`config.mk`:
```
export PLATFORM = sky130hd
export DESIGN_NAME = exu_alu
export DESIGN_NICKNAME = d
export VERILOG_FILES = /design/src/rtl/alu_pkg.sv /design/src/rtl/alu_dispatch.sv /design/src/rtl/alu_rglr.sv /design/src/rtl/alu_bjp.sv /design/src/rtl/alu_csrctrl.sv /design/src/rtl/alu_dpath.sv /design/src/rtl/alu_result_arb.sv /design/src/rtl/exu_alu.sv
export SDC_FILE = /design/constraint.sdc
export NUM_CORES = 1
export LEC_CHECK = 0
export BUFFER_PORTS_ARGS = -buffer_cell sky130_fd_sc_hd__buf_2
export CAP_MARGIN = 20
export CORE_MARGIN = 1
export CORE_UTILIZATION = 30
export DETAILED_ROUTE_END_ITERATION = 16
export GPL_ROUTABILITY_DRIVEN = 0
export SLEW_MARGIN = 20
export SYNTH_ARGS = -nofsm -noshare
export SYNTH_HDL_FRONTEND = slang
export SYNTH_HIERARCHICAL = 1
export SYNTH_SLANG_ARGS = --single-unit
```
`constraint.sdc`:
```
create_clock -name vclk -period 4.36
set_input_delay 0 -clock vclk [all_inputs]
set_output_delay 0 -clock vclk [all_outputs]
set_load 0.03 [all_outputs]
```
`src/rtl/alu_pkg.sv`:
```
// ALU dispatcher shared types
package alu_pkg;

  ////////////////////////////////////////////////////////////
  // Widths
  localparam int XLEN          = 32;
  localparam int PC_SIZE       = 32;
  localparam int RFIDX_WIDTH   = 5;
  localparam int CSR_IDX_WIDTH = 12;

  ////////////////////////////////////////////////////////////
  // Decode encodings
  typedef enum logic [1:0] {
    GRP_ALU,
    GRP_BJP,
    GRP_CSR
  } grp_e;

  typedef enum logic [3:0] {
    ALU_ADD, ALU_SUB, ALU_XOR, ALU_SLL, ALU_SRL, ALU_SRA, ALU_OR,
    ALU_AND, ALU_SLT, ALU_SLTU, ALU_LUI, ALU_ECALL, ALU_EBREAK, ALU_WFI
  } alu_fn_e;

  typedef enum logic [3:0] {
    BJP_JAL, BJP_BEQ, BJP_BNE, BJP_BLT, BJP_BGE, BJP_BLTU, BJP_BGEU,
    BJP_MRET, BJP_DRET, BJP_FENCEI
  } bjp_fn_e;

  typedef enum logic [1:0] {
    CSRRW,
    CSRRS,
    CSRRC
  } csr_fn_e;

  typedef struct packed {
    grp_e       grp;
    logic [3:0] fn;       // Read through the enum of grp
    logic       rv32;     // 4-byte instruction, else 2
    logic       op2_imm;  // Second operand from immediate
    logic       bjp_prdt; // Predicted taken
    logic       rs1_x0;   // Source register is x0
    logic [1:0] spare;
  } dec_info_t;

  typedef struct packed {
    logic excp;
    logic alu;
    logic bjp;
    logic csr;
  } unit_sel_t;

  ////////////////////////////////////////////////////////////
  // Shared datapath
  typedef enum logic [3:0] {
    DP_ADD, DP_SUB, DP_XOR, DP_SLL, DP_SRL, DP_SRA, DP_OR, DP_AND,
    DP_SLT, DP_SLTU, DP_PASS2, DP_CMP_EQ, DP_CMP_LT, DP_CMP_LTU
  } dpath_fn_e;

  typedef struct packed {
    logic [XLEN-1:0] op1;
    logic [XLEN-1:0] op2;
    dpath_fn_e       fn;
  } dpath_req_t;

  typedef struct packed {
    logic [XLEN-1:0] res;
    logic            cmp;
  } dpath_rsp_t;

  typedef struct packed {
    logic [XLEN-1:0] wdat;
    logic            err;
  } unit_rsp_t;

  typedef struct packed {
    logic       bjp;
    logic       mret;
    logic       dret;
    logic       fencei;
    logic       prdt;
    logic       rslv;
    logic       ecall;
    logic       ebreak;
    logic       wfi;
    logic       ifu_misalgn;
    logic       ifu_buserr;
    logic       ifu_ilegl;
    logic [2:0] rsvd;  // Always zero
  } cmt_flags_t;

endpackage

```
`src/rtl/alu_dispatch.sv`:
```
// Instruction group dispatch
`timescale 1ns/100ps

module alu_dispatch (
  input  logic                i_valid,
  input  alu_pkg::dec_info_t  i_info,
  input  logic                i_ilegl,
  input  logic                i_buserr,
  input  logic                i_misalgn,
  output alu_pkg::unit_sel_t  o_sel,
  output logic                o_csr_valid
);
  import alu_pkg::*;

  logic excp_op;
  grp_e grp;

  // Any fetch fault wins over the decoded group
  assign excp_op = i_ilegl | i_buserr | i_misalgn;
  assign grp     = i_info.grp;

  assign o_sel.excp = excp_op;
  assign o_sel.alu  = ~excp_op & (grp == GRP_ALU);
  assign o_sel.bjp  = ~excp_op & (grp == GRP_BJP);
  assign o_sel.csr  = ~excp_op & (grp == GRP_CSR);

  assign o_csr_valid = i_valid & o_sel.csr;  // Only CSR needs its own valid

endmodule

```
`src/rtl/alu_rglr.sv`:
```
// Regular ALU decode
`timescale 1ns/100ps

module alu_rglr (
  input  logic [alu_pkg::XLEN-1:0] i_rs1,
  input  logic [alu_pkg::XLEN-1:0] i_rs2,
  input  logic [alu_pkg::XLEN-1:0] i_imm,
  input  alu_pkg::dec_info_t       i_info,
  output alu_pkg::dpath_req_t      o_req,
  output alu_pkg::cmt_flags_t      o_flags
);
  import alu_pkg::*;

  alu_fn_e fn;

  assign fn = alu_fn_e'(i_info.fn);

  assign o_req.op1 = i_rs1;
  assign o_req.op2 = i_info.op2_imm ? i_imm : i_rs2;  // I-type or R-type

  ////////////////////////////////////////////////////////////
  // Function to datapath request
  always_comb begin
    case (fn)
      ALU_ADD:  o_req.fn = DP_ADD;
      ALU_SUB:  o_req.fn = DP_SUB;
      ALU_XOR:  o_req.fn = DP_XOR;
      ALU_SLL:  o_req.fn = DP_SLL;
      ALU_SRL:  o_req.fn = DP_SRL;
      ALU_SRA:  o_req.fn = DP_SRA;
      ALU_OR:   o_req.fn = DP_OR;
      ALU_AND:  o_req.fn = DP_AND;
      ALU_SLT:  o_req.fn = DP_SLT;
      ALU_SLTU: o_req.fn = DP_SLTU;
      ALU_LUI:  o_req.fn = DP_PASS2;  // Upper immediate already formed
      default:  o_req.fn = DP_ADD;    // System ops, result unused
    endcase
  end

  ////////////////////////////////////////////////////////////
  // System commit flags
  always_comb begin
    o_flags        = '0;
    o_flags.ecall  = (fn == ALU_ECALL);
    o_flags.ebreak = (fn == ALU_EBREAK);
    o_flags.wfi    = (fn == ALU_WFI);
  end

endmodule

```
`src/rtl/alu_bjp.sv`:
```
// Branch and jump resolution
`timescale 1ns/100ps

module alu_bjp (
  input  logic [alu_pkg::XLEN-1:0] i_rs1,
  input  logic [alu_pkg::XLEN-1:0] i_rs2,
  input  logic [alu_pkg::XLEN-1:0] i_pc,
  input  alu_pkg::dec_info_t       i_info,
  input  alu_pkg::dpath_rsp_t      i_dp_rsp,
  output alu_pkg::dpath_req_t      o_req,
  output alu_pkg::unit_rsp_t       o_rsp,
  output alu_pkg::cmt_flags_t      o_flags
);
  import alu_pkg::*;

  bjp_fn_e         fn;
  logic            is_jump;
  logic            is_branch;
  logic            cmp_inv;  // Negated compare sense
  logic [XLEN-1:0] link_ofs;

  assign fn        = bjp_fn_e'(i_info.fn);
  assign is_jump   = (fn == BJP_JAL);
  assign is_branch = fn inside {BJP_BEQ, BJP_BNE, BJP_BLT, BJP_BGE, BJP_BLTU, BJP_BGEU};
  assign cmp_inv   = fn inside {BJP_BNE, BJP_BGE, BJP_BGEU};

  // Compare request to the shared datapath
  assign o_req.op1 = i_rs1;
  assign o_req.op2 = i_rs2;
  always_comb begin
    case (fn)
      BJP_BLT, BJP_BGE:   o_req.fn = DP_CMP_LT;
      BJP_BLTU, BJP_BGEU: o_req.fn = DP_CMP_LTU;
      default:            o_req.fn = DP_CMP_EQ;
    endcase
  end

  // Link address has its own adder
  assign link_ofs   = i_info.rv32 ? XLEN'(4) : XLEN'(2);
  assign o_rsp.wdat = i_pc + link_ofs;
  assign o_rsp.err  = 1'b0;

  always_comb begin
    o_flags        = '0;
    o_flags.bjp    = is_jump | is_branch;
    o_flags.mret   = (fn == BJP_MRET);
    o_flags.dret   = (fn == BJP_DRET);
    o_flags.fencei = (fn == BJP_FENCEI);
    o_flags.prdt   = i_info.bjp_prdt;
    o_flags.rslv   = is_jump | (is_branch & (i_dp_rsp.cmp ^ cmp_inv));
  end

endmodule

```
`src/rtl/alu_csrctrl.sv`:
```
// CSR access control
`timescale 1ns/100ps

module alu_csrctrl (
  input  logic                              i_valid,
  input  logic                              i_ready,
  input  logic [alu_pkg::XLEN-1:0]          i_rs1,
  input  logic [alu_pkg::XLEN-1:0]          i_imm,
  input  alu_pkg::dec_info_t                i_info,
  input  logic                              i_rdwen,
  input  logic [alu_pkg::XLEN-1:0]          i_read_csr_dat,
  input  logic                              i_csr_access_ilgl,
  output logic                              o_csr_ena,
  output logic [alu_pkg::CSR_IDX_WIDTH-1:0] o_csr_idx,
  output logic                              o_csr_rd_en,
  output logic                              o_csr_wr_en,
  output logic [alu_pkg::XLEN-1:0]          o_wbck_csr_dat,
  output alu_pkg::unit_rsp_t                o_rsp
);
  import alu_pkg::*;

  csr_fn_e fn;
  logic    is_rw;

  assign fn    = csr_fn_e'(i_info.fn[1:0]);
  assign is_rw = (fn == CSRRW);

  // Access fires only on the accepting cycle of a legal access
  assign o_csr_ena   = i_valid & i_ready & ~i_csr_access_ilgl;
  assign o_csr_idx   = i_imm[CSR_IDX_WIDTH-1:0];
  assign o_csr_rd_en = is_rw ? i_rdwen : 1'b1;  // csrrw with rd=x0 skips the read
  assign o_csr_wr_en = is_rw ? 1'b1 : ~i_info.rs1_x0;

  always_comb begin
    case (fn)
      CSRRS:   o_wbck_csr_dat = i_read_csr_dat | i_rs1;   // Set bits
      CSRRC:   o_wbck_csr_dat = i_read_csr_dat & ~i_rs1;  // Clear bits
      default: o_wbck_csr_dat = i_rs1;
    endcase
  end

  assign o_rsp.wdat = i_read_csr_dat;
  assign o_rsp.err  = i_csr_access_ilgl;

endmodule

```
`src/rtl/alu_dpath.sv`:
```
// Shared ALU datapath
`timescale 1ns/100ps

module alu_dpath (
  input  alu_pkg::unit_sel_t  i_sel,
  input  alu_pkg::dpath_req_t i_alu_req,
  input  alu_pkg::dpath_req_t i_bjp_req,
  output alu_pkg::dpath_rsp_t o_rsp
);
  import alu_pkg::*;

  dpath_req_t      req;
  logic            op_sub;
  logic            op_unsigned;
  logic [XLEN:0]   add_a;
  logic [XLEN:0]   add_b;
  logic [XLEN:0]   add_sum;
  logic [XLEN-1:0] xor_res;
  logic [4:0]      shamt;
  logic [XLEN-1:0] sll_res;
  logic [XLEN-1:0] srl_res;
  logic [XLEN-1:0] sra_res;
  logic            cmp_eq;
  logic            cmp_lt;

  assign req = i_sel.bjp ? i_bjp_req : i_alu_req;  // Only one requester at a time

  ////////////////////////////////////////////////////////////
  // 33-bit adder so one subtract serves both compares
  assign op_sub      = req.fn inside {DP_SUB, DP_SLT, DP_SLTU, DP_CMP_LT, DP_CMP_LTU};
  assign op_unsigned = req.fn inside {DP_SLTU, DP_CMP_LTU};

  assign add_a   = {~op_unsigned & req.op1[XLEN-1], req.op1};  // Sign or zero extend
  assign add_b   = {~op_unsigned & req.op2[XLEN-1], req.op2};
  assign add_sum = add_a + (op_sub ? ~add_b : add_b) + {{XLEN{1'b0}}, op_sub};

  // Top bit of the 33-bit difference is the sign
  assign cmp_lt = add_sum[XLEN];

  ////////////////////////////////////////////////////////////
  // Logic unit and shifter
  assign xor_res = req.op1 ^ req.op2;
  assign cmp_eq  = ~|xor_res;  // Equality reuses the XOR

  assign shamt   = req.op2[4:0];
  assign sll_res = req.op1 << shamt;
  assign srl_res = req.op1 >> shamt;
  assign sra_res = $signed(req.op1) >>> shamt;

  ////////////////////////////////////////////////////////////
  // Result select
  always_comb begin
    o_rsp.res = add_sum[XLEN-1:0];
    o_rsp.cmp = 1'b0;
    case (req.fn)
      DP_XOR:   o_rsp.res = xor_res;
      DP_SLL:   o_rsp.res = sll_res;
      DP_SRL:   o_rsp.res = srl_res;
      DP_SRA:   o_rsp.res = sra_res;
      DP_OR:    o_rsp.res = req.op1 | req.op2;
      DP_AND:   o_rsp.res = req.op1 & req.op2;
      DP_PASS2: o_rsp.res = req.op2;
      DP_SLT, DP_SLTU, DP_CMP_LT, DP_CMP_LTU: begin
        o_rsp.res = XLEN'(cmp_lt);  // Zero-extended flag
        o_rsp.cmp = cmp_lt;
      end
      DP_CMP_EQ: begin
        o_rsp.res = XLEN'(cmp_eq);
        o_rsp.cmp = cmp_eq;
      end
      default: ;  // Add and sub keep the sum
    endcase
  end

endmodule

```
`src/rtl/alu_result_arb.sv`:
```
// Result arbitration and commit handshake
`timescale 1ns/100ps

module alu_result_arb (
  input  logic                     i_valid,
  input  alu_pkg::unit_sel_t       i_sel,
  input  logic [alu_pkg::XLEN-1:0] i_alu_res,
  input  alu_pkg::unit_rsp_t       i_bjp_rsp,
  input  alu_pkg::unit_rsp_t       i_csr_rsp,
  input  alu_pkg::cmt_flags_t      i_alu_flags,
  input  alu_pkg::cmt_flags_t      i_bjp_flags,
  input  logic                     i_ilegl,
  input  logic                     i_buserr,
  input  logic                     i_misalgn,
  input  logic                     i_rdwen,
  input  logic                     i_cmt_ready,
  input  logic                     i_wbck_ready,
  output logic                     o_ready,
  output logic                     o_cmt_valid,
  output logic                     o_wbck_valid,
  output logic [alu_pkg::XLEN-1:0] o_wbck_wdat,
  output alu_pkg::cmt_flags_t      o_cmt_flags
);
  import alu_pkg::*;

  logic sel_err;
  logic need_wbck;

  ////////////////////////////////////////////////////////////
  // AND-OR result select
  // A fetch fault selects no unit and leaves the result zero
  assign o_wbck_wdat = ({XLEN{i_sel.alu}} & i_alu_res)
                     | ({XLEN{i_sel.bjp}} & i_bjp_rsp.wdat)
                     | ({XLEN{i_sel.csr}} & i_csr_rsp.wdat);

  assign sel_err = (i_sel.bjp & i_bjp_rsp.err)
                 | (i_sel.csr & i_csr_rsp.err)
                 | i_sel.excp;  // Fetch faults always count as errors

  ////////////////////////////////////////////////////////////
  // Coupled commit and write-back
  assign need_wbck = i_rdwen & ~sel_err;

  assign o_cmt_valid  = i_valid & (~need_wbck | i_wbck_ready);
  assign o_wbck_valid = need_wbck & i_valid & i_cmt_ready;
  assign o_ready      = i_cmt_ready & (~need_wbck | i_wbck_ready);

  // Each unit drives only its own flag fields
  always_comb begin
    o_cmt_flags = ({$bits(cmt_flags_t){i_sel.alu}} & i_alu_flags)
                | ({$bits(cmt_flags_t){i_sel.bjp}} & i_bjp_flags);
    o_cmt_flags.ifu_misalgn = i_misalgn;
    o_cmt_flags.ifu_buserr  = i_buserr;
    o_cmt_flags.ifu_ilegl   = i_ilegl | (i_sel.csr & i_csr_rsp.err);  // CSR fault reported as illegal
    o_cmt_flags.rsvd        = '0;
  end

endmodule

```
`src/rtl/exu_alu.sv`:
```
// Execution stage ALU top
`timescale 1ns/100ps

module exu_alu (
  input  logic                              i_valid,
  input  logic [alu_pkg::XLEN-1:0]          i_rs1,
  input  logic [alu_pkg::XLEN-1:0]          i_rs2,
  input  logic [alu_pkg::XLEN-1:0]          i_imm,
  input  logic [alu_pkg::PC_SIZE-1:0]       i_pc,
  input  alu_pkg::dec_info_t                i_info,
  input  logic [alu_pkg::RFIDX_WIDTH-1:0]   i_rdidx,
  input  logic                              i_rdwen,
  input  logic                              i_ilegl,
  input  logic                              i_buserr,
  input  logic                              i_misalgn,
  input  logic                              i_cmt_ready,
  input  logic                              i_wbck_ready,
  input  logic [alu_pkg::XLEN-1:0]          i_read_csr_dat,
  input  logic                              i_csr_access_ilgl,
  output logic                              o_ready,
  output logic                              o_cmt_valid,
  output logic                              o_wbck_valid,
  output logic [alu_pkg::XLEN-1:0]          o_wbck_wdat,
  output logic [alu_pkg::RFIDX_WIDTH-1:0]   o_wbck_rdidx,
  output logic [alu_pkg::PC_SIZE-1:0]       o_cmt_pc,
  output logic [alu_pkg::XLEN-1:0]          o_cmt_imm,
  output logic                              o_cmt_rv32,
  output alu_pkg::cmt_flags_t               o_cmt_flags,
  output logic                              o_csr_ena,
  output logic [alu_pkg::CSR_IDX_WIDTH-1:0] o_csr_idx,
  output logic                              o_csr_rd_en,
  output logic                              o_csr_wr_en,
  output logic [alu_pkg::XLEN-1:0]          o_wbck_csr_dat
);
  import alu_pkg::*;

  unit_sel_t  sel;
  logic       csr_valid;
  dpath_req_t alu_req;
  dpath_req_t bjp_req;
  dpath_rsp_t dp_rsp;
  unit_rsp_t  bjp_rsp;
  unit_rsp_t  csr_rsp;
  cmt_flags_t alu_flags;
  cmt_flags_t bjp_flags;

  // Commit side fields straight from the issue port
  assign o_wbck_rdidx = i_rdidx;
  assign o_cmt_pc     = i_pc;
  assign o_cmt_imm    = i_imm;
  assign o_cmt_rv32   = i_info.rv32;

  ////////////////////////////////////////////////////////////
  // Dispatch and units
  alu_dispatch u_dispatch (
    .i_valid     (i_valid),
    .i_info      (i_info),
    .i_ilegl     (i_ilegl),
    .i_buserr    (i_buserr),
    .i_misalgn   (i_misalgn),
    .o_sel       (sel),
    .o_csr_valid (csr_valid)
  );

  alu_rglr u_rglr (
    .i_rs1   (i_rs1),
    .i_rs2   (i_rs2),
    .i_imm   (i_imm),
    .i_info  (i_info),
    .o_req   (alu_req),
    .o_flags (alu_flags)
  );

  alu_bjp u_bjp (
    .i_rs1    (i_rs1),
    .i_rs2    (i_rs2),
    .i_pc     (i_pc),
    .i_info   (i_info),
    .i_dp_rsp (dp_rsp),
    .o_req    (bjp_req),
    .o_rsp    (bjp_rsp),
    .o_flags  (bjp_flags)
  );

  alu_csrctrl u_csrctrl (
    .i_valid           (csr_valid),
    .i_ready           (o_ready),
    .i_rs1             (i_rs1),
    .i_imm             (i_imm),
    .i_info            (i_info),
    .i_rdwen           (i_rdwen),
    .i_read_csr_dat    (i_read_csr_dat),
    .i_csr_access_ilgl (i_csr_access_ilgl),
    .o_csr_ena         (o_csr_ena),
    .o_csr_idx         (o_csr_idx),
    .o_csr_rd_en       (o_csr_rd_en),
    .o_csr_wr_en       (o_csr_wr_en),
    .o_wbck_csr_dat    (o_wbck_csr_dat),
    .o_rsp             (csr_rsp)
  );

  alu_dpath u_dpath (
    .i_sel     (sel),
    .i_alu_req (alu_req),
    .i_bjp_req (bjp_req),
    .o_rsp     (dp_rsp)
  );

  ////////////////////////////////////////////////////////////
  // Result and handshake
  alu_result_arb u_result_arb (
    .i_valid      (i_valid),
    .i_sel        (sel),
    .i_alu_res    (dp_rsp.res),
    .i_bjp_rsp    (bjp_rsp),
    .i_csr_rsp    (csr_rsp),
    .i_alu_flags  (alu_flags),
    .i_bjp_flags  (bjp_flags),
    .i_ilegl      (i_ilegl),
    .i_buserr     (i_buserr),
    .i_misalgn    (i_misalgn),
    .i_rdwen      (i_rdwen),
    .i_cmt_ready  (i_cmt_ready),
    .i_wbck_ready (i_wbck_ready),
    .o_ready      (o_ready),
    .o_cmt_valid  (o_cmt_valid),
    .o_wbck_valid (o_wbck_valid),
    .o_wbck_wdat  (o_wbck_wdat),
    .o_cmt_flags  (o_cmt_flags)
  );

endmodule

```
==> impl_metrics.json <==
{
  "synth_cells": 1832,
  "final_cell_mix": "361 x buf_4, 326 x buf_2, 154 x nand2_1",
  "viasPerCell": 5.59,
  "dr.max_layer_used": "met4",
  "grt_pass1_wl_mm": 85.9,
  "period_needed_ns": 4.57,
  "dr_wl_met3_mm": 5.49,
  "worst_slack_ns": -0.206,
  "worst_ep_arrival_time_ns": 4.57,
  "hp-class": "in -> out",
  "initial_utilization_pct": 30.6,
  "cp_num_buf_inv": 8,
  "min_from": "i_rdidx[4]",
  "io_pins": 352,
  "final_common_cell": "buf_4",
  "synth_area_per_cell_um2": 7.23,
  "m1WireLength_mm": 23.4,
  "max_freq_mhz": 219,
  "holdBufCountCts": 0,
  "cp_cell_sequence": "buf_6 -> or3_4 -> nor3b_4 -> buf_12 -> buf_12 -> buf_16 -> mux2i_4 -> xnor2_1 -> ha_1 -> a21oi_2 -> buf_4 -> a31oi_4 -> a21o_1 -> a2111oi_4 -> buf_4 -> o21ai_2 -> xnor2_1 -> o21ai_2 -> o31a_1 -> a222oi_1 -> inv_2 -> buf_6",
  "critical_path.max_stage_delay_ns": 0.46,
  "yosysWarningCount": 6,
  "track_usage_pct": 24.8,
  "drt_pass1_iterations": 11,
  "row_count": 76,
  "nClkBuffers": 0,
  "numSequentialCells": 0,
  "seqCellArea_um2": 0,
  "layout-drive-gt1-share_pct": 42.2,
  "nFillCells": 4564,
  "dr_wl_met2_mm": 26.6,
  "die-area_um2": 45000,
  "utilization_pct": 39.3,
  "grt_max_degree": 48,
  "hold_path_depth": 0,
  "first_global_vias": 14300,
  "via_count": 15600,
  "multi_input_area_um2": 10900,
  "setup_viol": 13,
  "hold_end": "o_wbck_rdidx[4]",
  "grt_setup_unrepaired": "true",
  "place_hpwl_mm": 49.1,
  "core_um2": 43400,
  "drv_cap": 0,
  "slowest_stage": "a2111oi_4",
  "ant_nets": 0,
  "worst_pin_slew_ns": 0.931,
  "syn_area_um2": 13200,
  "drc_errors": 0,
  "violations": "negative setup slack",
  "status": "complete, but fails checks",
  "hold_viol_final": 0,
  "fin_nets": 2502,
  "min_period_over_period_pct": 105,
  "worst-endpoint-required_ns": 4.36,
  "final-max-slew-violation-count": 0,
  "antenna_found_initial": 1,
  "dp_worst_setup_slack_ns": -0.366,
  "cp-end-kind": "output pin",
  "crit_type": "in -> out",
  "die_x_um": 212,
  "dr.first_iter.drc_count": 2259,
  "crit_fanout": 8,
  "wirelength_mm": 59.3,
  "relSlewSlack_pct": 37.9,
  "chipHeight_um": 212,
  "numPortBuffers": 337,
  "start_kind": "input pin",
  "synthToLayoutAreaGrowth_pct": 28.6,
  "cp_top_family": "compound AO/OA/AOI/OAI gates",
  "grt-ovfl-total": 0,
  "routedWlPerCell_um": 21.2
}
## cell type report
type / count / area share, %
diodes: 1 / 0.0147
inverters: 124 / 2.75
multi-input cells: 1367 / 64.3
well taps: 585 / 4.30
repair buffers: 721 / 28.7
## per-layer routing
layer	vias to the layer above	GRT usage, %
li1	7179	-
met1	7322	32.6
met2	963	39.1
met3	183	3.10
met4	0	13.7
met5	-	0
## per-stage QoR
step                cells  hold WS, ns  instance area, um2  setup TNS (ns)
detailed placement   2767     0.000205               16100           -4.46
CTS                  2785     0.000205               16500          -0.281
finish               2798    0.0000132               17000           -1.35
floorplan            1842        0.112               13500           -1.10
global placement     2767     0.000205               16100           -3.49
global route         2797    0.0000477               17000           -3.52
## worst max-delay path by stage
stage          slack, ns              end      start  cells past startpoint
3_3_place_gp       -0.36  o_wbck_wdat[30]   i_buserr                     21
6_report           -0.21   o_wbck_wdat[0]  i_misalgn                     22
5_1_grt            -0.36  o_wbck_wdat[23]  i_misalgn                     24
2_1_floorplan      -0.32  o_wbck_wdat[30]   i_buserr                     24
4_1_cts            -0.11  o_wbck_wdat[30]  i_misalgn                     22
3_5_place_dp       -0.37  o_wbck_wdat[19]   i_buserr                     22
## timing repair
| item | in CTS | in global routing |
|---|---|---|
| pin swaps | 30 | 48 |
| resized for setup | 39 | 100 |
| gates cloned | 2 | 0 |
| setup endpoints to repair | 21 | 23 |
| hold endpoints to repair | 0 | 0 |
| setup buffers | 17 | 12 |
